$ cat src/lsu_config.svh
// Load/store unit configuration macros for data width and DTIM depth
`ifndef LSU_CFG_INCLUDED
`define LSU_CFG_INCLUDED

//////////////////////////////////////////////////////////////////////
// Data path
//////////////////////////////////////////////////////////////////////

// Word width in bits
`define LSU_XLEN 32

//////////////////////////////////////////////////////////////////////
// Memory
//////////////////////////////////////////////////////////////////////

// Word address bits of the DTIM, 256 words
`define LSU_DTIM_ADR_BITS 8

`endif

$ cat src/lsu_pkg.sv
// Shared operation encodings, funct7 decode view and byte swap helper for the LSU
`include "lsu_config.svh"

package lsuPkg;

  // Memory operation kind, amo is read plus write
  typedef enum logic [1:0] {
    memNone  = 2'b00,
    memWrite = 2'b01,
    memRead  = 2'b10,
    memAmo   = 2'b11
  } memRwT;

  // Access size from funct3[1:0]
  typedef enum logic [1:0] {
    sizeByte = 2'b00,
    sizeHalf = 2'b01,
    sizeWord = 2'b10
  } sizeT;

  // funct5 codes of the A extension
  typedef enum logic [4:0] {
    amoAdd  = 5'b00000,
    amoSwap = 5'b00001,
    amoLr   = 5'b00010,
    amoSc   = 5'b00011,
    amoXor  = 5'b00100,
    amoOr   = 5'b01000,
    amoAnd  = 5'b01100,
    amoMin  = 5'b10000,
    amoMax  = 5'b10100,
    amoMinu = 5'b11000,
    amoMaxu = 5'b11100
  } amoOpT;

  // funct7 seen as a raw field or as funct5 plus ordering bits
  typedef union packed {
    logic [6:0] raw;
    struct packed {
      amoOpT funct5;
      logic  aq;    // Acquire
      logic  rl;    // Release
    } amo;
  } amoFunct7U;

  // Reverse byte order of a word
  function automatic logic [`LSU_XLEN-1:0] swapBytes(input logic [`LSU_XLEN-1:0] w);
    logic [`LSU_XLEN-1:0] y;
    for (int i = 0; i < `LSU_XLEN/8; i++) begin
      y[8*i +: 8] = w[`LSU_XLEN-8-8*i +: 8];
    end
    return y;
  endfunction

endpackage

$ cat src/loadFormat.sv
// Load formatter with endian swap, subword extraction and the M-to-W data register
`include "lsu_config.svh"

module loadFormat (
  input  logic                 clk,
  input  logic                 rst,
  input  logic                 stallW,        // Hold the W register
  input  logic [`LSU_XLEN-1:0] readWordM,     // Word from the DTIM
  input  logic [2:0]           funct3M,       // Size in [1:0], unsigned in [2]
  input  logic [1:0]           adrM,          // Byte offset within the word
  input  logic                 bigEndianM,
  output logic [`LSU_XLEN-1:0] readDataM,     // Extended load data in M
  output logic [`LSU_XLEN-1:0] readDataW      // Same, one stage later
);
  import lsuPkg::*;

  sizeT                 sizeM;
  logic                 unsignedM;
  logic [`LSU_XLEN-1:0] orderedWordM;         // Word in little-endian order
  logic [7:0]           byteM;
  logic [15:0]          halfM;

  assign sizeM     = sizeT'(funct3M[1:0]);
  assign unsignedM = funct3M[2];              // lbu, lhu

  //////////////////////////////////////////////////////////////////////
  // Swap and select
  //////////////////////////////////////////////////////////////////////

  assign orderedWordM = bigEndianM ? swapBytes(readWordM) : readWordM;
  assign byteM = orderedWordM[{adrM, 3'b000} +: 8];
  assign halfM = orderedWordM[{adrM[1], 4'b0000} +: 16];  // Aligned halves only

  // Sign or zero extension
  always_comb begin
    case (sizeM)
      sizeByte: readDataM = {{(`LSU_XLEN-8){~unsignedM & byteM[7]}}, byteM};
      sizeHalf: readDataM = {{(`LSU_XLEN-16){~unsignedM & halfM[15]}}, halfM};
      default:  readDataM = orderedWordM;
    endcase
  end

  //////////////////////////////////////////////////////////////////////
  // M to W register
  //////////////////////////////////////////////////////////////////////

  always_ff @(posedge clk) begin
    if (rst) begin
      readDataW <= '0;
    end else if (~stallW) begin
      readDataW <= readDataM;
    end
  end

endmodule

$ cat config.mk
export PLATFORM = sky130hd
export DESIGN_NAME = loadFormat
export DESIGN_NICKNAME = d
export VERILOG_FILES = /design/src/lsu_pkg.sv /design/src/loadFormat.sv
export VERILOG_INCLUDE_DIRS = /design/src /design/src/src
export SDC_FILE = /design/constraint.sdc
export NUM_CORES = 1
export LEC_CHECK = 0
export ABC_AREA = 1
export BUFFER_PORTS_ARGS = -buffer_cell sky130_fd_sc_hd__clkbuf_2
export CELL_PAD_IN_SITES_DETAIL_PLACEMENT = 1
export CELL_PAD_IN_SITES_GLOBAL_PLACEMENT = 1
export CORE_UTILIZATION = 34
export CTS_CLUSTER_DIAMETER = 100
export DETAILED_ROUTE_END_ITERATION = 12
export HOLD_SLACK_MARGIN = 0.08
export PLACE_DENSITY_LB_ADDON = 0.1
export SLEW_MARGIN = 25
export SYNTH_ARGS = -nofsm -noshare
export SYNTH_HDL_FRONTEND = slang
export SYNTH_SLANG_ARGS = --single-unit
$ cat constraint.sdc
create_clock -name clk -period 4 [get_ports clk]
set_clock_uncertainty 0.15 [all_clocks]
set_input_delay 0.6 -clock clk [delete_from_list [all_inputs] [get_ports clk]]
set_output_delay 0.6 -clock clk [all_outputs]
set_load 0.02 [all_outputs]
==> results.md <==
- Outcome: finished, final reports clean
- PnR Total Power: ~1000 µW
- Top flop regs: readDataW (32)
- Die Area: 7560 µm²
- H-tree depth: 2
- Drt wl/cell: between 10 and 15 µm
- Top cells by area, synth: dfxtp_1 26%, nand2_1 17%, nor2_1 9.8%
- Die Y: just under 90 µm
- Fin. Hold Viols: 0
- Routed Wire Length: a little over 8 mm
- Post-route ant nets: 0
- GP Congestion: slightly above 0.8
- Antenna diodes: 0
- Final worst path period need: a little over 3 ns
- Max Root-Sink Buffers: 2
- DRC marker count from the first detailed-route iteration: 112
- Final period util: slightly below 80%
- Worst-path clk slew: 0.06 ns
- # nets final: 546
- Unrepaired setup endpoints after global routing: no
- Commonest non-fill, non-tap cells in the layout: 111 x nand2_1, 104 x clkbuf_2, 64 x nor2_1
- Setup_tns: 0 ns
- Max Clk Rate: 0.323 GHz
- TritonCTS Buffers: 5
- P_leak: 1.85 nW
- Synthesized flop and latch total: 32
- Slew of the pin with the lowest slew margin: roughly 0.82 ns
- Count of cell types in the netlist: 26
- Hold Path Depth: 2
- DRC violation count after routing: 0
- Max Cap Viol: 0
- Total clock sinks: 32
- Port Buffers: approximately 100
- VDD IR-drop max: about 0.1 mV
- Worst Path Required: 3.25 ns
- First-pass GRT wire length: between 10 and 15 mm
- Grt total ovfl: 0
- Crit path DAT: between 2 and 2.5 ns
- First-pass detailed-route iteration total: 4
- Filler cells: 995
- Hold bufs inserted after CTS: 0
- Detail Placement HPWL: 6.58 mm
- Vias in the first global route: 2672
- Slew Viols, Final: 0
- CTS tree: yes
- Min Hold Slack: about 0.38 ns
- Critical path class: in2out
- Min-delay worst type: reg2reg
- Net count after synthesis: between 400 and 500
- Worst skew pair latency: approximately 0.28 ns
- DR vias/cell: approximately 4.8
- Slew HR: between 40% and 50%
- Syn_area_per_cell: about 6 µm²
- Largest area contributor in the netlist: dfxtp_1
- Setup violations, final: 0
- Share of cells above drive strength 1: 29.1%
- Pwr dens: between 300 and 400 nW/µm²
- Seq/Total Area, Yosys: about a quarter
- Syn Inst Count: between 400 and 500
- Yosys top cell area share: 26.1%
- Reg2reg path depth: 4
- CTS root buf: clkbuf_8
- Commonest non-fill, non-tap cell in the layout: nand2_1
- Vias: 2868
- Placement Rows: 30
- Setup crit end kind: output port
- GRT Util Overall: ~22%
- Synth Warn #: 0
- Post-CTS setup buffers: 0
- Initial antenna violation count: 0
- # resized after CTS: 0
- Element type at the critical path start: input port
- Reg with most FFs: readDataW
- Chip width: approximately 87 µm
- Max FFs per register: 32
- Core footprint: around 6900 µm²
- Area of the mapped netlist: between 2000 and 2500 µm²
- I/O Pins: between 100 and 150
- Worst-path fanout max: 17
- Syn-to-layout area delta: 24.6%
- Largest net degree at the start of global routing: 65
- Initial Utilization: 35.7%
-- final cells by class --
class / count / area, µm² / area share [%]
clock buffers: 7 / 96.3 / 3.15
multi-input cells: 303 / 1450 / 47.4
repair buffers: 106 / 536 / 17.5
flip-flops and latches: 32 / 641 / 21.0
well taps: 96 / 120 / 3.93
inverters: 57 / 216 / 7.08
-- critical path: stages --
cell	delay, ns
clkbuf_2	0.13
inv_2	0.21
nand2_1	0.11
nand3_1	0.09
nand2_1	0.12
nand3_2	0.26
a21boi_4	0.51
nand2_1	0.13
clkbuf_2	0.18
-- routing by layer --
metal	up-vias	track usage [%]	routed length, µm
li1	1496	-	-
met2	83	34.0	3530
met4	0	6.06	99
met5	-	0	0
met3	7	2.37	369
met1	1282	33.2	4170
-- kinds of logic after synthesis --
kind of cell	after synthesis	share of synthesized area, %
simple gates	255	46.5
buf+inv	82	14.9
flops	32	26.1
compound gates	48	12.5
-- per-stage QoR --
step / area (µm²) / util (%) / setup WS [ns] / std cells
6_report: 3060 / 44.5 / 0.905 / 601
3_3_place_gp: 2950 / 43.0 / 1.06 / 593
3_5_place_dp: 2950 / 43.0 / 0.921 / 593
5_1_grt: 3060 / 44.5 / 0.689 / 601
2_1_floorplan: 2450 / - / 1.58 / 417
4_1_cts: 3050 / 44.4 / 0.913 / 600
-- power by group --
part	internal, mW	switching, mW	leakage (nW)
Clock	0.153	0.113	0.0503
Sequential	0.344	0.0127	0.266
Combinational	0.122	0.251	1.53
-- final timing paths --
kind | start | end | slack, ns
setup reg to reg | readDataW[1]$_SDFFE_PP0N_ | readDataW[1]$_SDFFE_PP0N_ | 3.12
setup / recovery | bigEndianM | readDataM[29] | 0.90
hold / removal | readDataW[7]$_SDFFE_PP0N_ | readDataW[7]$_SDFFE_PP0N_ | 0.38
hold reg to reg | readDataW[7]$_SDFFE_PP0N_ | readDataW[7]$_SDFFE_PP0N_ | 0.38
-- cells in the mapped netlist --
cell type	count
buf_1	3
nand2_2	3
nand4_1	24
buf_6	5
nand3_1	28
a21oi_1	1
inv_2	3
nor2_2	1
clkbuf_1	10
dfxtp_1	32
o211ai_1	8
o21bai_1	1
o21ai_0	29
or2_2	20
a21oi_2	1
nand2_1	111
buf_2	3
a21boi_4	1
nand3_2	1
nor2_1	64
o2111ai_1	7
buf_4	4
nor2_4	1
inv_1	53
clkinv_2	1
nand2_4	2
No activity file was read; power rests on OpenSTA's default activity.
