### src/lsu_config.svh
// Load/store unit configuration macros for data width and DTIM depth
`ifndef LSU_CFG_INCLUDED
`define LSU_CFG_INCLUDED

//////////////////////////////////////////////////////////////////////
// Data path
//////////////////////////////////////////////////////////////////////

// Word width in bits
`define LSU_XLEN 32

//////////////////////////////////////////////////////////////////////
// Memory
//////////////////////////////////////////////////////////////////////

// Word address bits of the DTIM, 256 words
`define LSU_DTIM_ADR_BITS 8

`endif

### src/lsu_pkg.sv
// Shared operation encodings, funct7 decode view and byte swap helper for the LSU
`include "lsu_config.svh"

package lsuPkg;

  // Memory operation kind, amo is read plus write
  typedef enum logic [1:0] {
    memNone  = 2'b00,
    memWrite = 2'b01,
    memRead  = 2'b10,
    memAmo   = 2'b11
  } memRwT;

  // Access size from funct3[1:0]
  typedef enum logic [1:0] {
    sizeByte = 2'b00,
    sizeHalf = 2'b01,
    sizeWord = 2'b10
  } sizeT;

  // funct5 codes of the A extension
  typedef enum logic [4:0] {
    amoAdd  = 5'b00000,
    amoSwap = 5'b00001,
    amoLr   = 5'b00010,
    amoSc   = 5'b00011,
    amoXor  = 5'b00100,
    amoOr   = 5'b01000,
    amoAnd  = 5'b01100,
    amoMin  = 5'b10000,
    amoMax  = 5'b10100,
    amoMinu = 5'b11000,
    amoMaxu = 5'b11100
  } amoOpT;

  // funct7 seen as a raw field or as funct5 plus ordering bits
  typedef union packed {
    logic [6:0] raw;
    struct packed {
      amoOpT funct5;
      logic  aq;    // Acquire
      logic  rl;    // Release
    } amo;
  } amoFunct7U;

  // Reverse byte order of a word
  function automatic logic [`LSU_XLEN-1:0] swapBytes(input logic [`LSU_XLEN-1:0] w);
    logic [`LSU_XLEN-1:0] y;
    for (int i = 0; i < `LSU_XLEN/8; i++) begin
      y[8*i +: 8] = w[`LSU_XLEN-8-8*i +: 8];
    end
    return y;
  endfunction

endpackage

### src/storeFormat.sv
// Store formatter that replicates subword data, swaps byte order and builds byte masks
`include "lsu_config.svh"

module storeFormat (
  input  logic [2:0]              funct3M,        // Size in [1:0]
  input  logic [1:0]              adrM,           // Byte offset within the word
  input  logic                    bigEndianM,
  input  logic [`LSU_XLEN-1:0]    amoWriteDataM,  // Data after the AMO stage
  output logic [`LSU_XLEN-1:0]    storeWordM,     // Data on every lane
  output logic [`LSU_XLEN/8-1:0]  byteMaskM       // Lanes to write
);
  import lsuPkg::*;

  localparam int numLanes = `LSU_XLEN/8;

  sizeT                 sizeM;
  logic [`LSU_XLEN-1:0] replWordM;                // Replicated little-endian data
  logic [numLanes-1:0]  leMaskM;                  // Mask in little-endian lane order

  assign sizeM = sizeT'(funct3M[1:0]);

  //////////////////////////////////////////////////////////////////////
  // Data replication and swap
  //////////////////////////////////////////////////////////////////////

  always_comb begin
    case (sizeM)
      sizeByte: replWordM = {numLanes{amoWriteDataM[7:0]}};       // Byte on all lanes
      sizeHalf: replWordM = {(numLanes/2){amoWriteDataM[15:0]}};  // Half on both halves
      default:  replWordM = amoWriteDataM;
    endcase
  end

  // Memory holds big-endian words byte reversed
  assign storeWordM = bigEndianM ? swapBytes(replWordM) : replWordM;

  //////////////////////////////////////////////////////////////////////
  // Byte mask
  //////////////////////////////////////////////////////////////////////

  always_comb begin
    case (sizeM)
      sizeByte: leMaskM = numLanes'(1) << adrM;
      sizeHalf: leMaskM = numLanes'(2'b11) << {adrM[1], 1'b0};  // Aligned half only
      default:  leMaskM = '1;
    endcase
  end

  // Big-endian addresses land in the mirrored lanes
  always_comb begin
    for (int i = 0; i < numLanes; i++) begin
      byteMaskM[i] = bigEndianM ? leMaskM[numLanes-1-i] : leMaskM[i];
    end
  end

endmodule

### config.mk
export PLATFORM = sky130hd
export DESIGN_NAME = storeFormat
export DESIGN_NICKNAME = d
export VERILOG_FILES = /design/src/lsu_pkg.sv /design/src/storeFormat.sv
export VERILOG_INCLUDE_DIRS = /design/src /design/src/src
export SDC_FILE = /design/constraint.sdc
export NUM_CORES = 1
export LEC_CHECK = 0
export BUFFER_PORTS_ARGS = -buffer_cell sky130_fd_sc_hd__buf_4
export CORE_MARGIN = 5
export CORE_UTILIZATION = 41
export DETAILED_ROUTE_END_ITERATION = 6
export GPL_ROUTABILITY_DRIVEN = 0
export PLACE_DENSITY = 0.92
export SYNTH_ARGS = -nofsm -noshare
export SYNTH_HDL_FRONTEND = slang
export SYNTH_SLANG_ARGS = --single-unit
### constraint.sdc
create_clock -name vclk -period 3
set_input_delay 0.6 -clock vclk [all_inputs]
set_output_delay 0.6 -clock vclk [all_outputs]
set_load 0.005 [all_outputs]
==> out/summary.md, run 1 <==
Worst setup path
- in -> out — critical path type
- buf_4 — most prevalent standard cell on the critical path
- input port — startpoint class of the critical path
- 0.37 ns — Max stage delay on crit path
- 1.87 ns — data arrival time of the critical path
- 34 — peak fanout along the critical path
- buf_4 > nand2b_1 > o22ai_1 > a211oi_1 > buf_4 — ordered cell list for the critical path
- 2 — total buffers and inverters traversed by the critical path
- output pin — endpoint type of the worst setup path
- buffers and inverters — kind of cell with the highest combined delay on the critical path
- 2.40 ns — data required time of the worst path
- buf_4 — master of the slowest instance on the critical path

Detailed routing
- 0 — count of antenna-violating nets left after detailed routing
- 15.44 um — WL per Instance
- 3.474 mm — final WL
- 32 — number of violations reported at the end of detailed-routing iteration 0
- 4 — first-pass detailed-route iteration total
- 5.987 — mean number of vias per cell
- 0 — DRC viols
- 1,347 — vias post-DR

Layout
- 797.0 um2 — total area of multi-input combinational cells
- 0 — count of flip-flops and latches
- 192 — number of fill cells
- buf_4 — leading cell type in the layout, fill and taps excluded
- 237 — net count of the finished layout
- 0 — number of clock buffer instances in the layout
- 1399 um2 — post-route design area
- buf_4 (75), o22ai_1 (24), nor2_1 (21) — top library cells by usage in the layout, fill and taps aside
- 225 — Finished Layout Cells
- 0 um2 — area of all sequential standard cells
- 0 — antenna diode instance count
- 0.6385 — final core area utilization
- 0.4264 — share of final-layout standard cells stronger than drive strength 1
- 50.27% — Area Growth Syn to Fin

Timing
- false — RSZ-0062 raised after global routing
- 2.474 ns — post-layout min period
- 0 — final setup violating endpoints
- 404.2 MHz — achievable frequency
- 0 — total count of hold-check failures in the final report
- 0 — Final Slew Violations
- 0.4493 ns — Slew @ Worst Pin
- 0 ns — total negative setup slack
- 0.7005 — slew margin rel.
- 0.8248 — post-route clock period utilization

Outcome
- finished, final reports clean — result of the run

Floorplan
- 57.65 um — Die Ht
- 57.65 um — die width
- 17 — site row count
- 3324 um2 — Die Outline Area
- 2191 um2 — placeable core region
- 0.4249 — Starting Density
- 74 — boundary pin count

Global route
- 0 — initial antenna violation count
- 1,218 — number of global-route vias before repair
- 0.1936 — Overall Global Routing Usage
- 5.478 mm — wire length of the first global-routing pass
- 0 — GRT overflow
- 48 — maximum number of pins on one net before global-route repair

Yosys
- 930.9 um2 — Synth Cell Area
- 0 — fraction of the yosys area taken by sequential cells
- mux2i_1 — post-synthesis cell type with the largest combined area
- 0 — number of synthesis warnings
- 137 — Mapped Cells
- 6.795 um2 — post-synthesis average cell area
- 25 — count of distinct cell types in the synthesized netlist
- 175 — synthesized net count
- mux2i_1 (17%), a211oi_1 (16%), o22ai_1 (16%) — top cells by area, synth
- 0.1720 — top-area cell type share of the netlist area

Power
- 0.6182 nW — leakage power
- 188.3 nW/um2 — Power Dens Cells
- 0.0001195 V — worst vdd ir
- 0.2633 mW — total power

Clock tree
- 0 — # Post-CTS Setup Buffers
- 0 — post-cts gate resize count
- 0 — # hold bufs at CTS

Min path
- in -> out — path type of the worst min-delay path

Placed design
- 2.713 mm — HPWL after DPL
- 1399 um2 — Post-DP Area
- 225 — Placed Cells incl. Taps
- 73 — count of port buffers added during placement

Job
- 0 — max-cap viol count

==> worst paths after layout <==
kind,slack (ns),startpoint,depth (start not counted),to
worst max-delay path,0.53,bigEndianM,5,storeWordM[30]
worst min-delay path,1.59,amoWriteDataM[19],4,storeWordM[19]
==> per-stage QoR <==
| step | setup WS, ns | hold slack, ns |
|---|---|---|
| final | 0.5257 | 1.594 |
| after global routing | 0.3976 | 1.622 |
| after CTS | 0.5308 | 1.597 |
| after detailed placement | 0.5296 | 1.596 |
| after global placement | 0.5624 | 1.585 |
| after floorplan | 1.107 | 1.332 |
==> kinds of logic (layout without fill, tap and decap cells) <==
logic type      after synthesis  count (layout)  share of synthesized area
mux                          16              16                     0.1720
xor+xnor                      2               2                    0.01882
compound gates               57              57                     0.4288
buf+inv                      16              76                     0.1438
simple gates                 46              46                     0.2366
==> where the power goes <==
group | leakage [nW] | switching, mW | total, mW | internal, mW
Combinational | 0.618 | 0.123 | 0.263 | 0.141
Sequential | 0 | 0 | 0 | 0
Clock | 0 | 0 | 0 | 0
Total | 0.618 | 0.123 | 0.263 | 0.141
==> routing by layer <==
layer  GRT usage  vias to the layer above  part of all wire  wire length, um
met5           0                        -                 0                0
met4     0.04967                        0             0.022               75
met1      0.2579                      613              0.42             1457
met3     0.03341                       10             0.090              311
li1            -                      663                 -                -
met2      0.3210                       61              0.47             1630
==> Yosys cell counts (all sizes together) (2+ instances only) <==
master	count
a211oi	24
o22ai	24
nor2	21
nor3	17
mux2i	16
buf	13
a21oi	8
clkbuf	2
nand2	2
nand2b	2
nor2b	2
==> layout make-up <==
class / instances / area share
repair buffers: 75 / 0.4025
multi-input cells: 121 / 0.5698
inverters: 1 / 0.002683
well taps: 28 / 0.02504
No activity file was read; power rests on OpenSTA's default activity.
==> run 2: changes to the inputs <==
==> constraint.sdc (replaced) <==
create_clock -name vclk -period 2.52
set_input_delay 0.504 -clock vclk [all_inputs]
set_output_delay 0.504 -clock vclk [all_outputs]
set_load 0.005 [all_outputs]
==> run 2 against run 1 <==
- clock-buffer cell count did not move
- design area did not move
- non-clock buffer count did not move
- setup slack got worse by 0.25 ns
- largest cell class unchanged
==> out/summary.md, run 2 (same netlist as run 1, synthesis figures left out) <==
Detailed routing
- 6.218 — mean number of vias per cell
- 0 — DRC viols
- 0 — count of antenna-violating nets left after detailed routing
- 1,399 — vias post-DR
- 3.646 mm — final WL
- 5 — first-pass detailed-route iteration total
- 39 — number of violations reported at the end of detailed-routing iteration 0
- 16.20 um — WL per Instance

Clock tree
- 0 — post-cts gate resize count
- 0 — # hold bufs at CTS
- 0 — # Post-CTS Setup Buffers

Timing
- 2.243 ns — post-layout min period
- 0 — final setup violating endpoints
- 445.8 MHz — achievable frequency
- 0 — total count of hold-check failures in the final report
- false — RSZ-0062 raised after global routing
- 0.6952 — slew margin rel.
- 0.4572 ns — Slew @ Worst Pin
- 0.8901 — post-route clock period utilization
- 0 — Final Slew Violations
- 0 ns — total negative setup slack

Power
- 0.6179 nW — leakage power
- 226.2 nW/um2 — Power Dens Cells
- 0.0001340 V — worst vdd ir

Floorplan
- 57.65 um — Die Ht
- 57.65 um — die width
- 0.4249 — Starting Density
- 17 — site row count
- 74 — boundary pin count
- 3324 um2 — Die Outline Area
- 2191 um2 — placeable core region

Layout
- 195 — number of fill cells
- 237 — net count of the finished layout
- 50.27% — Area Growth Syn to Fin
- 797.0 um2 — total area of multi-input combinational cells
- buf_4 — leading cell type in the layout, fill and taps excluded
- 0 um2 — area of all sequential standard cells
- buf_4 (75), o22ai_1 (24), nor2_1 (21) — top library cells by usage in the layout, fill and taps aside
- 0 — number of clock buffer instances in the layout
- 225 — Finished Layout Cells
- 0 — count of flip-flops and latches
- 0 — antenna diode instance count
- 0.4264 — share of final-layout standard cells stronger than drive strength 1

Worst setup path
- in -> out — critical path type
- nor2b_2 — master of the slowest instance on the critical path
- input port — startpoint class of the critical path
- 0.30 ns — Max stage delay on crit path
- 1.74 ns — data arrival time of the critical path
- buf_4 — most prevalent standard cell on the critical path
- 15 — peak fanout along the critical path
- buffers and inverters — kind of cell with the highest combined delay on the critical path
- 2.02 ns — data required time of the worst path
- buf_4 > nor2b_2 > buf_4 > nor3_1 > a211oi_1 > buf_4 — ordered cell list for the critical path
- 3 — total buffers and inverters traversed by the critical path
- output pin — endpoint type of the worst setup path

Placed design
- 225 — Placed Cells incl. Taps
- 73 — count of port buffers added during placement
- 2.821 mm — HPWL after DPL

Global route
- 0.1963 — Overall Global Routing Usage
- 5.547 mm — wire length of the first global-routing pass
- 0 — initial antenna violation count
- 48 — maximum number of pins on one net before global-route repair
- 0 — GRT overflow
- 1,173 — number of global-route vias before repair

Job
- 0 — max-cap viol count

Outcome
- finished, final reports clean — result of the run

Min path
- in -> out — path type of the worst min-delay path

## run 2: cell counts in the layout (fill, tap and decap cells not counted)
No cell type changed its count.
## run 2: power by group
group	leakage, nW	switching, mW	internal [mW]
registers	0	0	0
logic	0.618	0.149	0.168
clock network	0	0	0
## run 2: stage by stage
step           power (mW)  hold WS [ns]  utilization  setup WS [ns]  cell area, um2
2_1_floorplan      0.1564         1.140            -         0.8194           930.9
3_3_place_gp       0.3042         1.398       0.6385         0.3815            1399
3_5_place_dp       0.3131         1.400       0.6385         0.3045            1399
4_1_cts            0.3140         1.407       0.6385         0.3131            1399
5_1_grt            0.3402         1.428       0.6385         0.2101            1399
6_report           0.3163         1.403       0.6385         0.2770            1399
## run 2: area by class of cell
| class | count | area share |
|---|---|---|
| Inverter | 1 | 0.002683 |
| Timing Repair Buffer | 75 | 0.4025 |
| Tap cell | 28 | 0.02504 |
| Multi-Input combinational cell | 121 | 0.5698 |
## run 2: routing by layer
| metal | wire, um | vias to the layer above | track usage |
|---|---|---|---|
| met2 | 1770 | 84 | 0.3419 |
| met4 | 29 | 0 | 0.02318 |
| li1 | - | 663 | - |
| met3 | 421 | 6 | 0.02673 |
| met1 | 1424 | 646 | 0.2632 |
| met5 | 0 | - | 0 |
## run 2: final timing paths
check | start | endpoint | slack [ns] | depth (start not counted)
setup / recovery | funct3M[0] | storeWordM[13] | 0.28 | 6
hold / removal | amoWriteDataM[22] | storeWordM[22] | 1.40 | 4
