<file path="src/lsu_config.svh">
// Load/store unit configuration macros for data width and DTIM depth
`ifndef LSU_CFG_INCLUDED
`define LSU_CFG_INCLUDED

//////////////////////////////////////////////////////////////////////
// Data path
//////////////////////////////////////////////////////////////////////

// Word width in bits
`define LSU_XLEN 32

//////////////////////////////////////////////////////////////////////
// Memory
//////////////////////////////////////////////////////////////////////

// Word address bits of the DTIM, 256 words
`define LSU_DTIM_ADR_BITS 8

`endif

</file>
<file path="src/lsu_pkg.sv">
// Shared operation encodings, funct7 decode view and byte swap helper for the LSU
`include "lsu_config.svh"

package lsuPkg;

  // Memory operation kind, amo is read plus write
  typedef enum logic [1:0] {
    memNone  = 2'b00,
    memWrite = 2'b01,
    memRead  = 2'b10,
    memAmo   = 2'b11
  } memRwT;

  // Access size from funct3[1:0]
  typedef enum logic [1:0] {
    sizeByte = 2'b00,
    sizeHalf = 2'b01,
    sizeWord = 2'b10
  } sizeT;

  // funct5 codes of the A extension
  typedef enum logic [4:0] {
    amoAdd  = 5'b00000,
    amoSwap = 5'b00001,
    amoLr   = 5'b00010,
    amoSc   = 5'b00011,
    amoXor  = 5'b00100,
    amoOr   = 5'b01000,
    amoAnd  = 5'b01100,
    amoMin  = 5'b10000,
    amoMax  = 5'b10100,
    amoMinu = 5'b11000,
    amoMaxu = 5'b11100
  } amoOpT;

  // funct7 seen as a raw field or as funct5 plus ordering bits
  typedef union packed {
    logic [6:0] raw;
    struct packed {
      amoOpT funct5;
      logic  aq;    // Acquire
      logic  rl;    // Release
    } amo;
  } amoFunct7U;

  // Reverse byte order of a word
  function automatic logic [`LSU_XLEN-1:0] swapBytes(input logic [`LSU_XLEN-1:0] w);
    logic [`LSU_XLEN-1:0] y;
    for (int i = 0; i < `LSU_XLEN/8; i++) begin
      y[8*i +: 8] = w[`LSU_XLEN-8-8*i +: 8];
    end
    return y;
  endfunction

endpackage

</file>
<file path="src/atomicUnit.sv">
// Atomic unit holding the LR/SC reservation and computing AMO store data
`include "lsu_config.svh"

module atomicUnit (
  input  logic                 clk,
  input  logic                 rst,
  input  logic                 stallM,         // Reservation changes only when M advances
  input  logic                 stallW,         // Hold the squash flag
  input  lsuPkg::memRwT        preRwM,         // Operation kind before SC gating
  input  lsuPkg::amoFunct7U    funct7M,
  input  logic [1:0]           atomicM,        // 10 LR/SC, 01 AMO
  input  logic [`LSU_XLEN-1:0] adrM,
  input  logic [`LSU_XLEN-1:0] readDataM,      // Old memory word
  input  logic [`LSU_XLEN-1:0] writeDataM,     // Register operand
  output lsuPkg::memRwT        lsuRwM,         // Kind sent to the memory
  output logic [`LSU_XLEN-1:0] amoWriteDataM,  // Data for the store formatter
  output logic                 squashScW       // Failed SC in W
);
  import lsuPkg::*;

  amoOpT                  funct5M;
  logic                   activeM;             // Real operation in M
  logic                   lrM;
  logic                   scM;
  logic                   scFailM;
  logic                   amoM;
  logic                   resValid;            // Reservation held
  logic [`LSU_XLEN-3:0]   resAdr;              // Reserved word address
  logic [`LSU_XLEN-1:0]   amoResultM;

  //////////////////////////////////////////////////////////////////////
  // Decode
  //////////////////////////////////////////////////////////////////////

  assign funct5M = funct7M.amo.funct5;
  assign activeM = (preRwM != memNone);
  assign lrM     = activeM & atomicM[1] & (funct5M == amoLr);
  assign scM     = activeM & atomicM[1] & (funct5M == amoSc);
  assign amoM    = activeM & atomicM[0];

  // SC needs a live reservation on the same word
  assign scFailM = scM & ~(resValid & (resAdr == adrM[`LSU_XLEN-1:2]));
  assign lsuRwM  = scFailM ? memNone : preRwM;  // Failed SC does not write

  //////////////////////////////////////////////////////////////////////
  // Reservation
  //////////////////////////////////////////////////////////////////////

  always_ff @(posedge clk) begin
    if (rst) begin
      resValid <= 1'b0;
    end else if (~stallM) begin
      if (lrM) begin
        resValid <= 1'b1;
      end else if (scM) begin
        resValid <= 1'b0;                      // Any SC consumes it
      end
    end
  end

  always_ff @(posedge clk) begin
    if (~stallM & lrM) begin
      resAdr <= adrM[`LSU_XLEN-1:2];
    end
  end

  //////////////////////////////////////////////////////////////////////
  // AMO arithmetic
  //////////////////////////////////////////////////////////////////////

  always_comb begin
    case (funct5M)
      amoAdd:  amoResultM = readDataM + writeDataM;
      amoXor:  amoResultM = readDataM ^ writeDataM;
      amoAnd:  amoResultM = readDataM & writeDataM;
      amoOr:   amoResultM = readDataM | writeDataM;
      amoMin:  amoResultM = ($signed(readDataM) < $signed(writeDataM)) ? readDataM : writeDataM;
      amoMax:  amoResultM = ($signed(readDataM) > $signed(writeDataM)) ? readDataM : writeDataM;
      amoMinu: amoResultM = (readDataM < writeDataM) ? readDataM : writeDataM;
      amoMaxu: amoResultM = (readDataM > writeDataM) ? readDataM : writeDataM;
      default: amoResultM = writeDataM;        // Swap
    endcase
  end

  assign amoWriteDataM = amoM ? amoResultM : writeDataM;

  // Squash travels to W with the load data
  always_ff @(posedge clk) begin
    if (rst) begin
      squashScW <= 1'b0;
    end else if (~stallW) begin
      squashScW <= scFailM;
    end
  end

endmodule

</file>
<file path="config.mk">
export PLATFORM = sky130hd
export DESIGN_NAME = atomicUnit
export DESIGN_NICKNAME = d
export VERILOG_FILES = /design/src/lsu_pkg.sv /design/src/atomicUnit.sv
export VERILOG_INCLUDE_DIRS = /design/src /design/src/src
export SDC_FILE = /design/constraint.sdc
export NUM_CORES = 1
export LEC_CHECK = 0
export BUFFER_PORTS_ARGS = -buffer_cell sky130_fd_sc_hd__buf_2
export CORE_MARGIN = 2
export CORE_UTILIZATION = 25
export DETAILED_ROUTE_END_ITERATION = 8
export SLEW_MARGIN = 30
export SYNTH_ARGS = -nofsm -noshare
export SYNTH_HDL_FRONTEND = slang
export SYNTH_SLANG_ARGS = --single-unit
</file>
<file path="constraint.sdc">
create_clock -name clk -period 7.53 [get_ports clk]
set_clock_uncertainty 0.2 [all_clocks]
set_input_delay 1.8825 -clock clk [delete_from_list [all_inputs] [get_ports clk]]
set_output_delay 1.8825 -clock clk [all_outputs]
set_load 0.05 [all_outputs]
</file>
==> results.sh, run 1 <==
export IMPL_synth_cell_types=77
export IMPL_place_ws_ns=0.120
export IMPL_dp_cells=1316
export IMPL_initial_utilization_pct=25.5
export IMPL_total_power_mw=0.897
export IMPL_slew_headroom_pct=36.5
export IMPL_critPathMaxFanout=20
export IMPL_antenna_found_initial=1
export IMPL_p_int_mw=0.526
export IMPL_postPlaceCellArea_um2=7760
export IMPL_slew_viol_final=0
export IMPL_clock_sinks=32
export IMPL_ios=146
export IMPL_path_class="in -> out"
export IMPL_design_die_area_um2=27100
export IMPL_fin_crit_sh_pct=97.5
export IMPL_ys_seq_elements=32
export IMPL_period_needed_ns=7.34
export IMPL_instances_no_fill=1327
export IMPL_critPathArrivalTime_ns=5.26
export IMPL_p_leak_nw=3.50
export IMPL_p_comb_share_pct=53.6
export IMPL_clock_latency_ns=0.27
export IMPL_vias_per_cell=5.24
export IMPL_layout_drive_gt1_share_pct=22.6
export IMPL_critPathCaptureType="primary output"
export IMPL_core_area_um2=25300
export IMPL_fin_util_pct=31.6
export IMPL_syn_avg_cell_area_um2=7.68
export IMPL_grt_util_all_layers_pct=16.7
export IMPL_holdBufCountCts=0
export IMPL_tns_ns=0
export IMPL_yosys_area_top_type="ha_1"
export IMPL_fp_dieW_um=165
export IMPL_final_area_um2=7970
export IMPL_seqPwrFrac_pct=21.8
export IMPL_syn_inst=840
export IMPL_p_per_area_nw_per_um2=113
export IMPL_hold_viol=0
export IMPL_dp_hpwl_um=18700
export IMPL_p_sw_share_pct=41.4
export IMPL_routedWlPerCell_um=17.6
export IMPL_clock_root_buffer="clkbuf_16"
export IMPL_ys_seq_area_share_pct=14.6
export IMPL_pwr_share_clk_pct=24.6
export IMPL_cts_buffer_depth=2
export IMPL_portBuffers=141
export IMPL_syn_nets=1048
export IMPL_grt_pass1_wl_um=35800
export IMPL_worstPathRequired_ns=5.45
export IMPL_power_net_switching_mw=0.371
export IMPL_vias=6949
export IMPL_syn_to_final_growth_pct=23.6
export IMPL_yosysTopAreaCellShare_pct=18.6
export IMPL_worst_pin_slew_ns=0.947
export IMPL_cp_start_kind="input port"
export IMPL_routabilityCongestion=0.932
export IMPL_yosys_top_cells_area="ha_1, edfxtp_1, xnor2_1"
export IMPL_status="finished clean"
export IMPL_first_global_vias=6492
export IMPL_postRouteAntennaNets=0
export IMPL_num_rows=58
export IMPL_grt_max_degree=21
export IMPL_worst_slack_ns=0.186
export IMPL_async_reset_ff_share_pct=0
export IMPL_overflow=0
export IMPL_cts_tree="yes"
export IMPL_rsz0062_at_grt="no"
export IMPL_routed_wl_um=23300
export IMPL_cts_inserted_buffers=5
export IMPL_final_setup_viol_count=0
export IMPL_fin_hold_ws_ns=0.304
export IMPL_netlist_area_um2=6450
export IMPL_first_pass_iters=5
export IMPL_cts_max_level=2
export IMPL_ys_warn_count=0
export IMPL_ir_worst_vdd_uv=62.2
export IMPL_drt_iter0_drc=647
export IMPL_synthFlopType="edfxtp_1"
export IMPL_fmax_mhz=136
export IMPL_synth_enable_flop_cells=30
export IMPL_cap_viol_max_count=0
export IMPL_die_h_um=165
export IMPL_clk_pin_slew_ns=0.05
export IMPL_hold_class="reg -> reg"
export IMPL_fin_nets=1203
export IMPL_drcViolationCount=0
-- cells in the mapped netlist, types with 5 or more instances --
cell type and n:
mux2i_1 6, a221oi_1 13, nand3_1 13, nand2_1 63, nor3_1 21, nor4_2 5
a31oi_1 8, nand4_1 11, a211oi_1 12, nor2b_1 10, o21ai_1 19, a21oi_1 73
o21bai_1 5, o22ai_1 7, o21ai_0 53, buf_2 10, a221o_1 22, o211ai_1 17
xnor2_1 43, ha_1 96, edfxtp_1 30, clkbuf_1 26, o21a_1 6, a21o_1 14
inv_1 76, nor4_1 7, and2_1 6, and3_1 7, xor2_1 12, nor2_1 52
nand2b_1 6
-- logic make-up (layout without fill, tap and decap cells) --
kind of cell | after synthesis | in the layout | synth area share, %
AO/OA/AOI/OAI | 304 | 304 | 32.4
XOR/XNOR | 55 | 55 | 7.47
adder cells (fa/ha/maj) | 97 | 97 | 18.9
buffers and inverters | 122 | 278 | 7.84
flip-flops | 32 | 32 | 14.6
multiplexers | 6 | 6 | 0.931
other | 0 | 1 | 0
AND/OR/NAND/NOR | 224 | 224 | 17.8
-- path summary, 6_finish.rpt --
path	from	endpoint	slack (ns)	cells past startpoint
setup / recovery	readDataM[27]	amoWriteDataM[8]	0.19	14
hold reg to reg	resValid	resValid	0.30	2
setup reg to reg	resAdr[23]	squashScW	5.34	7
hold / removal	resValid	resValid	0.30	2
-- routing by layer --
metal / vias up / global-route usage, % / part of all wire [%]
met5: - / 0 / 0
met4: 0 / 3.56 / 1.8
met3: 35 / 2.41 / 6.8
met2: 258 / 27.8 / 46
met1: 3247 / 22.7 / 45
li1: 3409 / - / -
-- power by group through the flow --
stage	clock network, mW	logic, mW	registers [mW]
6_report	0.221	0.480	0.196
5_1_grt	0.233	0.520	0.196
4_1_cts	0.226	0.471	0.196
3_5_place_dp	0	0.468	0.199
3_3_place_gp	0	0.465	0.199
2_1_floorplan	0	0.309	0.200
-- flip-flops by register name, indices dropped and copies added (netlist names) --
| name | cells |
|---|---|
| resAdr | 30 |
| resValid | 1 |
| squashScW | 1 |
-- repair_timing --
action,in CTS,in global routing
buffers inserted,0,2
setup endpoints to repair,0,9
gates resized for setup,0,6
-- layout make-up --
type / count / area (um2)
multi-input combinational: 686 / 5040
timing repair buffer: 192 / 1120
sequential: 32 / 941
clock buffer: 5 / 125
inverter: 78 / 293
fill: 2740 / 17300
tap: 330 / 413
antenna: 1 / 2.50
clock inverter: 3 / 37.5
-- cell usage in the layout, fill, tap and decap left out, drive strengths merged, types with 16 or more instances in the layout --
cell type	Yosys	final
a221o	22	22
xnor2	43	43
nand2	64	64
inv	77	77
nor3	22	22
a221oi	16	16
buf	17	190
a21oi	74	74
ha	96	96
o211ai	18	18
edfxtp	30	30
o21ai	73	73
nor2	53	53
-- critical path, cell delays in order --
cell and delay [ns]:
buf_2 0.12, inv_1 0.05, ha_1 0.40, nor4_2 0.52
nand4_2 0.28, nor3_4 0.34, o21a_1 0.23, o311ai_1 0.12
and3_1 0.21, buf_12 0.18, a221oi_2 0.27, a21oi_1 0.06
a211o_1 0.35, buf_2 0.23
No activity file was read; power rests on OpenSTA's default activity.
==> run 2: changes to the inputs <==
--- a/config.mk
+++ b/config.mk
@@ -10,6 +10,7 @@
 export CORE_MARGIN = 2
 export CORE_UTILIZATION = 25
 export DETAILED_ROUTE_END_ITERATION = 8
+export SETUP_SLACK_MARGIN = 0.2
 export SLEW_MARGIN = 30
 export SYNTH_ARGS = -nofsm -noshare
 export SYNTH_HDL_FRONTEND = slang
==> run 2 against run 1 <==
  * Final cell count unchanged
  * Global-route usage up 0.23 points
  * Worst hold slack worse by 0.013 ns
  * Sequential cell count unchanged
  * Power down 2.6%
==> results.sh, run 2 (synthesis gave the netlist of run 1 again) <==
export IMPL_cts_max_level=2
export IMPL_status="finished clean"
export IMPL_drt_iter0_drc=549
export IMPL_mostFrequentLayoutCell="buf_2"
export IMPL_place_ws_ns=0.139
export IMPL_grt_max_degree=44
export IMPL_num_rows=58
export IMPL_drcViolationCount=0
export IMPL_core_area_um2=25300
export IMPL_reg_largest_list="resAdr: 30 flops, resValid: 1 flops, squashScW: 1 flops"
export IMPL_holdBufCountCts=0
export IMPL_routabilityCongestion=0.932
export IMPL_critPathMaxFanout=7
export IMPL_worst_slack_ns=0.343
export IMPL_cp_top_family="compound AO/OA/AOI/OAI gates"
export IMPL_ios=146
export IMPL_grt_util_all_layers_pct=16.9
export IMPL_nFillCells=2759
export IMPL_die_h_um=165
export IMPL_worst_path_stages=13
export IMPL_p_leak_nw=3.50
export IMPL_cp_slowest_stage_delay_ns=0.56
export IMPL_worstPathRequired_ns=5.45
export IMPL_slew_viol_final=0
export IMPL_syn_to_final_growth_pct=24.8
export IMPL_routed_wl_um=23700
export IMPL_cap_viol_max_count=0
export IMPL_ir_worst_vdd_uv=77.9
export IMPL_cp_start_kind="input port"
export IMPL_grtUsageMet2_pct=28.4
export IMPL_slew_headroom_pct=50.4
export IMPL_layout_drive_gt1_share_pct=23.9
export IMPL_path_class="in -> out"
export IMPL_portBuffers=141
export IMPL_fin_crit_sh_pct=95.5
export IMPL_cts_buffer_depth=2
export IMPL_grt_pass1_wl_um=36100
export IMPL_postPlaceCellArea_um2=7750
export IMPL_first_pass_iters=5
export IMPL_clock_latency_ns=0.28
export IMPL_dp_hpwl_um=18400
export IMPL_r2r_end="squashScW"
export IMPL_rr_startpoint="resAdr[23]"
export IMPL_use_met1_pct=22.5
export IMPL_met3_usage_pct=2.39
export IMPL_clk_pin_slew_ns=0.05
export IMPL_vias_per_cell=5.30
export IMPL_crit_start="writeDataM[29]"
export IMPL_initial_utilization_pct=25.5
export IMPL_p_per_area_nw_per_um2=109
export IMPL_fin_nets=1203
export IMPL_overflow=0
export IMPL_first_global_vias=6583
export IMPL_final_setup_viol_count=0
export IMPL_tns_ns=0
export IMPL_vias=7027
export IMPL_worst_pin_slew_ns=0.742
export IMPL_postRouteAntennaNets=0
export IMPL_hold_viol=0
export IMPL_mostFrequentLayoutCells="buf_2, ha_1, inv_1"
export IMPL_cts_tree="yes"
export IMPL_clock_sinks=32
export IMPL_fp_dieW_um=165
export IMPL_path_cells="buf_2 > inv_1 > ha_2 > nor2_1 > a221oi_2 > o21bai_1 > or4_4 > and2_1 > o32a_4 > o221a_1 > o221a_1 > a21oi_1 > buf_2"
export IMPL_worst_path_buf_inv=3
export IMPL_largest_reg_flops=30
export IMPL_critPathCaptureType="primary output"
export IMPL_r2r_setup_slack_ns=5.39
export IMPL_period_needed_ns=7.19
export IMPL_design_die_area_um2=27100
export IMPL_largest_register="resAdr"
export IMPL_antenna_found_initial=1
export IMPL_grt_busiest_layer="met2"
export IMPL_routedWlPerCell_um=17.8
export IMPL_clock_root_buffer="clkbuf_16"
export IMPL_cp_endpoint="amoWriteDataM[16]"
export IMPL_reg2reg_depth=7
export IMPL_rsz0062_at_grt="no"
export IMPL_cts_inserted_buffers=5
export IMPL_hold_class="reg -> reg"
export IMPL_slowest_stage="or4_4"
export IMPL_fmax_mhz=139
export IMPL_final_area_um2=8050
export IMPL_critPathArrivalTime_ns=5.10
run 2: area by class of cell:
class | instances | area [um2] | share of cell area [%]
Sequential cell | 32 | 941 | 11.7
Antenna cell | 1 | 2.50 | 0.0311
Timing Repair Buffer | 192 | 1130 | 14.1
Inverter | 78 | 293 | 3.64
Clock inverter | 1 | 5.00 | 0.0622
Tap cell | 330 | 413 | 5.13
Multi-Input combinational cell | 686 | 5130 | 63.7
Clock buffer | 7 | 133 | 1.65
run 2: worst min-delay path by stage:
stage	from	to	slack, ns	depth (start not counted)
global route	resValid	resValid	0.35	2
CTS	squashScW	squashScW	0.29	2
detailed placement	squashScW	squashScW	0.28	2
finish	squashScW	squashScW	0.29	2
global placement	squashScW	squashScW	0.27	2
floorplan	resValid	resValid	0.27	2
run 2: tightest hold or removal path, stage by stage, from the launching register on:
cell	delay (ns)
dfxtp_1	0.31
mux2i_1	0.07
nor2_1	0.07
run 2: layer usage:
layer / wire (um) / part of all wire (%)
met5: 0 / 0
met4: 526 / 2.2
met3: 1680 / 7.1
met2: 11100 / 47
met1: 10300 / 44
run 2: report_power, final:
group	internal (mW)	switching, mW
Combinational	0.179	0.307
Sequential	0.196	0.000385
Clock	0.122	0.0701
Total	0.496	0.378
run 2: repair_timing:
| action | 4_1_cts | 5_1_grt |
|---|---|---|
| buffers inserted | 1 | 6 |
| pin swaps | 1 | 7 |
| endpoints found under the setup margin | 11 | 32 |
| resized for setup | 0 | 22 |
run 2: stage by stage:
step | total power [mW] | hold slack, ns | instances | util, %
floorplan | 0.509 | 0.273 | 840 | -
global placement | 0.661 | 0.271 | 1311 | 30.7
detailed placement | 0.664 | 0.279 | 1311 | 30.7
CTS | 0.859 | 0.291 | 1320 | 31.3
global route | 0.928 | 0.345 | 1327 | 31.9
finish | 0.874 | 0.291 | 1327 | 31.9
==> run 3: changes to the inputs <==
--- a/config.mk
+++ b/config.mk
@@ -7,9 +7,12 @@
 export NUM_CORES = 1
 export LEC_CHECK = 0
 export BUFFER_PORTS_ARGS = -buffer_cell sky130_fd_sc_hd__buf_2
+export CELL_PAD_IN_SITES_DETAIL_PLACEMENT = 2
+export CELL_PAD_IN_SITES_GLOBAL_PLACEMENT = 2
 export CORE_MARGIN = 2
 export CORE_UTILIZATION = 25
 export DETAILED_ROUTE_END_ITERATION = 8
+export PLACE_DENSITY_LB_ADDON = 0.1
 export SETUP_SLACK_MARGIN = 0.2
 export SLEW_MARGIN = 30
 export SYNTH_ARGS = -nofsm -noshare
==> run 3 against run 2 <==
  * Die area is the same
  * Wire length grew 17%
  * First-iteration DRC count shrank 63%
  * Clock-buffer cell count shrank 2
  * Sequential cell count is the same
  * Setup slack lost 0.016 ns
  * Non-clock buffer count grew 34
==> results.sh, run 3 (synthesis gave the netlist of run 1 again) <==
export IMPL_status="finished clean"
export IMPL_clock_root_buffer="clkbuf_16"
export IMPL_slew_headroom_pct=41.6
export IMPL_mostFrequentLayoutCells="buf_2, ha_1, buf_4"
export IMPL_critPathCaptureType="primary output"
export IMPL_fp_dieW_um=165
export IMPL_routed_wl_um=27800
export IMPL_drcViolationCount=0
export IMPL_cpMostUsedCell="buf_4"
export IMPL_final_setup_viol_count=0
export IMPL_syn_to_final_growth_pct=29.5
export IMPL_grt_max_degree=31
export IMPL_period_needed_ns=7.20
export IMPL_grt_busiest_layer="met2"
export IMPL_dp_hpwl_um=22400
export IMPL_num_antenna_cells=0
export IMPL_mostFrequentLayoutCell="buf_2"
export IMPL_worst_slack_ns=0.327
export IMPL_first_global_vias=7608
export IMPL_cts_inserted_buffers=5
export IMPL_largest_register="resAdr"
export IMPL_layout_drive_gt1_share_pct=27.0
export IMPL_cts_buffer_depth=2
export IMPL_num_rows=58
export IMPL_worstPathRequired_ns=5.45
export IMPL_postRouteAntennaNets=0
export IMPL_cts_tree="yes"
export IMPL_rsz0062_at_grt="yes"
export IMPL_hold_viol=0
export IMPL_cap_viol_max_count=0
export IMPL_cp_slowest_stage_delay_ns=0.38
export IMPL_total_power_mw=0.918
export IMPL_overflow=0
export IMPL_ios=146
export IMPL_path_class="in -> out"
export IMPL_vias=7158
export IMPL_grt_pass1_wl_um=42800
export IMPL_cts_max_level=2
export IMPL_drt_iter0_drc=205
export IMPL_critPathArrivalTime_ns=5.12
export IMPL_ir_worst_vdd_uv=207
export IMPL_place_ws_ns=-0.0968
export IMPL_grtUsageMet2_pct=35.8
export IMPL_critPathMaxFanout=6
export IMPL_r2r_setup_slack_ns=5.37
export IMPL_clock_latency_ns=0.28
export IMPL_p_per_area_nw_per_um2=110
export IMPL_min_to="squashScW"
export IMPL_met3_usage_pct=1.88
export IMPL_fin_crit_sh_pct=95.7
export IMPL_use_met1_pct=27.0
export IMPL_fin_nets=1237
export IMPL_fmax_mhz=139
export IMPL_rr_startpoint="resAdr[23]"
export IMPL_vias_per_cell=5.27
export IMPL_hold_class="reg -> reg"
export IMPL_die_h_um=165
export IMPL_core_area_um2=25300
export IMPL_path_cells="buf_2 > inv_1 > ha_1 > nor4_2 > nand3_1 > a21oi_2 > or4_4 > a211oi_4 > buf_4 > o32a_4 > buf_4 > o221a_1 > o311a_1 > a21oi_1 > buf_4"
export IMPL_clock_sinks=32
export IMPL_whs_path_depth=2
export IMPL_routedWlPerCell_um=20.4
export IMPL_holdBufCountCts=0
export IMPL_reg2reg_depth=7
export IMPL_routabilityCongestion=0.824
export IMPL_reg_largest_list="resAdr: 30 flops, resValid: 1 flops, squashScW: 1 flops"
export IMPL_antenna_found_initial=1
export IMPL_r2r_end="squashScW"
export IMPL_hold_start="squashScW"
export IMPL_cp_start_kind="input port"
export IMPL_clk_pin_slew_ns=0.05
export IMPL_design_die_area_um2=27100
export IMPL_slew_viol_final=0
export IMPL_initial_utilization_pct=25.5
export IMPL_slowest_stage="o32a_4"
export IMPL_portBuffers=141
export IMPL_p_leak_nw=3.68
export IMPL_worst_pin_slew_ns=0.873
export IMPL_largest_reg_flops=30
export IMPL_grt_util_all_layers_pct=20.3
export IMPL_first_pass_iters=4
## run 3: cell count changes in the layout (fill, tap and decap cells not counted), sizes merged
cell	previous run	this run
clkinvlp	0	1
clkbuf	8	5
buf	191	226
diode	1	0
## run 3: where the power goes
group	internal [mW]	switching [mW]
combinational	0.203	0.328
clock	0.120	0.0713
sequential	0.196	0.000406
## run 3: worst max-delay path: cells and delay by family
family          cells  cell delay, ns
compound gates      6            1.25
simple gates        3            0.78
fa+ha+maj           1            0.35
buf+inv             5            0.86
## run 3: per-layer routing
metal,routed length (um),part of all wire (%)
met4,441,1.6
met2,13300,48
met1,13000,47
met3,990,3.6
met5,0,0
## run 3: timing repair
action	in CTS	in global routing
endpoints found under the hold margin	0	0
gates resized for setup	9	27
endpoints found under the setup margin	19	32
buffers inserted	3	4
pin swaps	1	3
## run 3: stage by stage
| step | cells | instance area, um2 | utilization [%] | setup TNS [ns] | hold slack [ns] |
|---|---|---|---|---|---|
| after global placement | 1345 | 8010 | 31.7 | -0.00903 | 0.284 |
| after detailed placement | 1345 | 8010 | 31.7 | -0.386 | 0.300 |
| after global routing | 1359 | 8350 | 33.1 | 0 | 0.358 |
| after floorplan | 840 | 6450 | - | 0 | 0.273 |
| after CTS | 1355 | 8210 | 32.5 | 0 | 0.312 |
| final | 1359 | 8350 | 33.1 | 0 | 0.311 |
## run 3: area by class of cell
type	instances	area (um2)
clock buffers	5	125
clock inverters	2	12.5
fillers	2984	16900
inverters	78	293
multi-input cells	686	5160
flip-flops and latches	32	941
well taps	330	413
repair buffers	226	1410
## run 3: worst max path at each step
stage | slack [ns] | start | to
after floorplan | 0.28 | writeDataM[14] | amoWriteDataM[31]
after global placement | -0.009 | writeDataM[16] | amoWriteDataM[7]
after detailed placement | -0.1 | writeDataM[29] | amoWriteDataM[0]
after CTS | 0.20 | writeDataM[13] | amoWriteDataM[16]
after global routing | 0.14 | readDataM[0] | amoWriteDataM[20]
final | 0.33 | writeDataM[22] | amoWriteDataM[29]
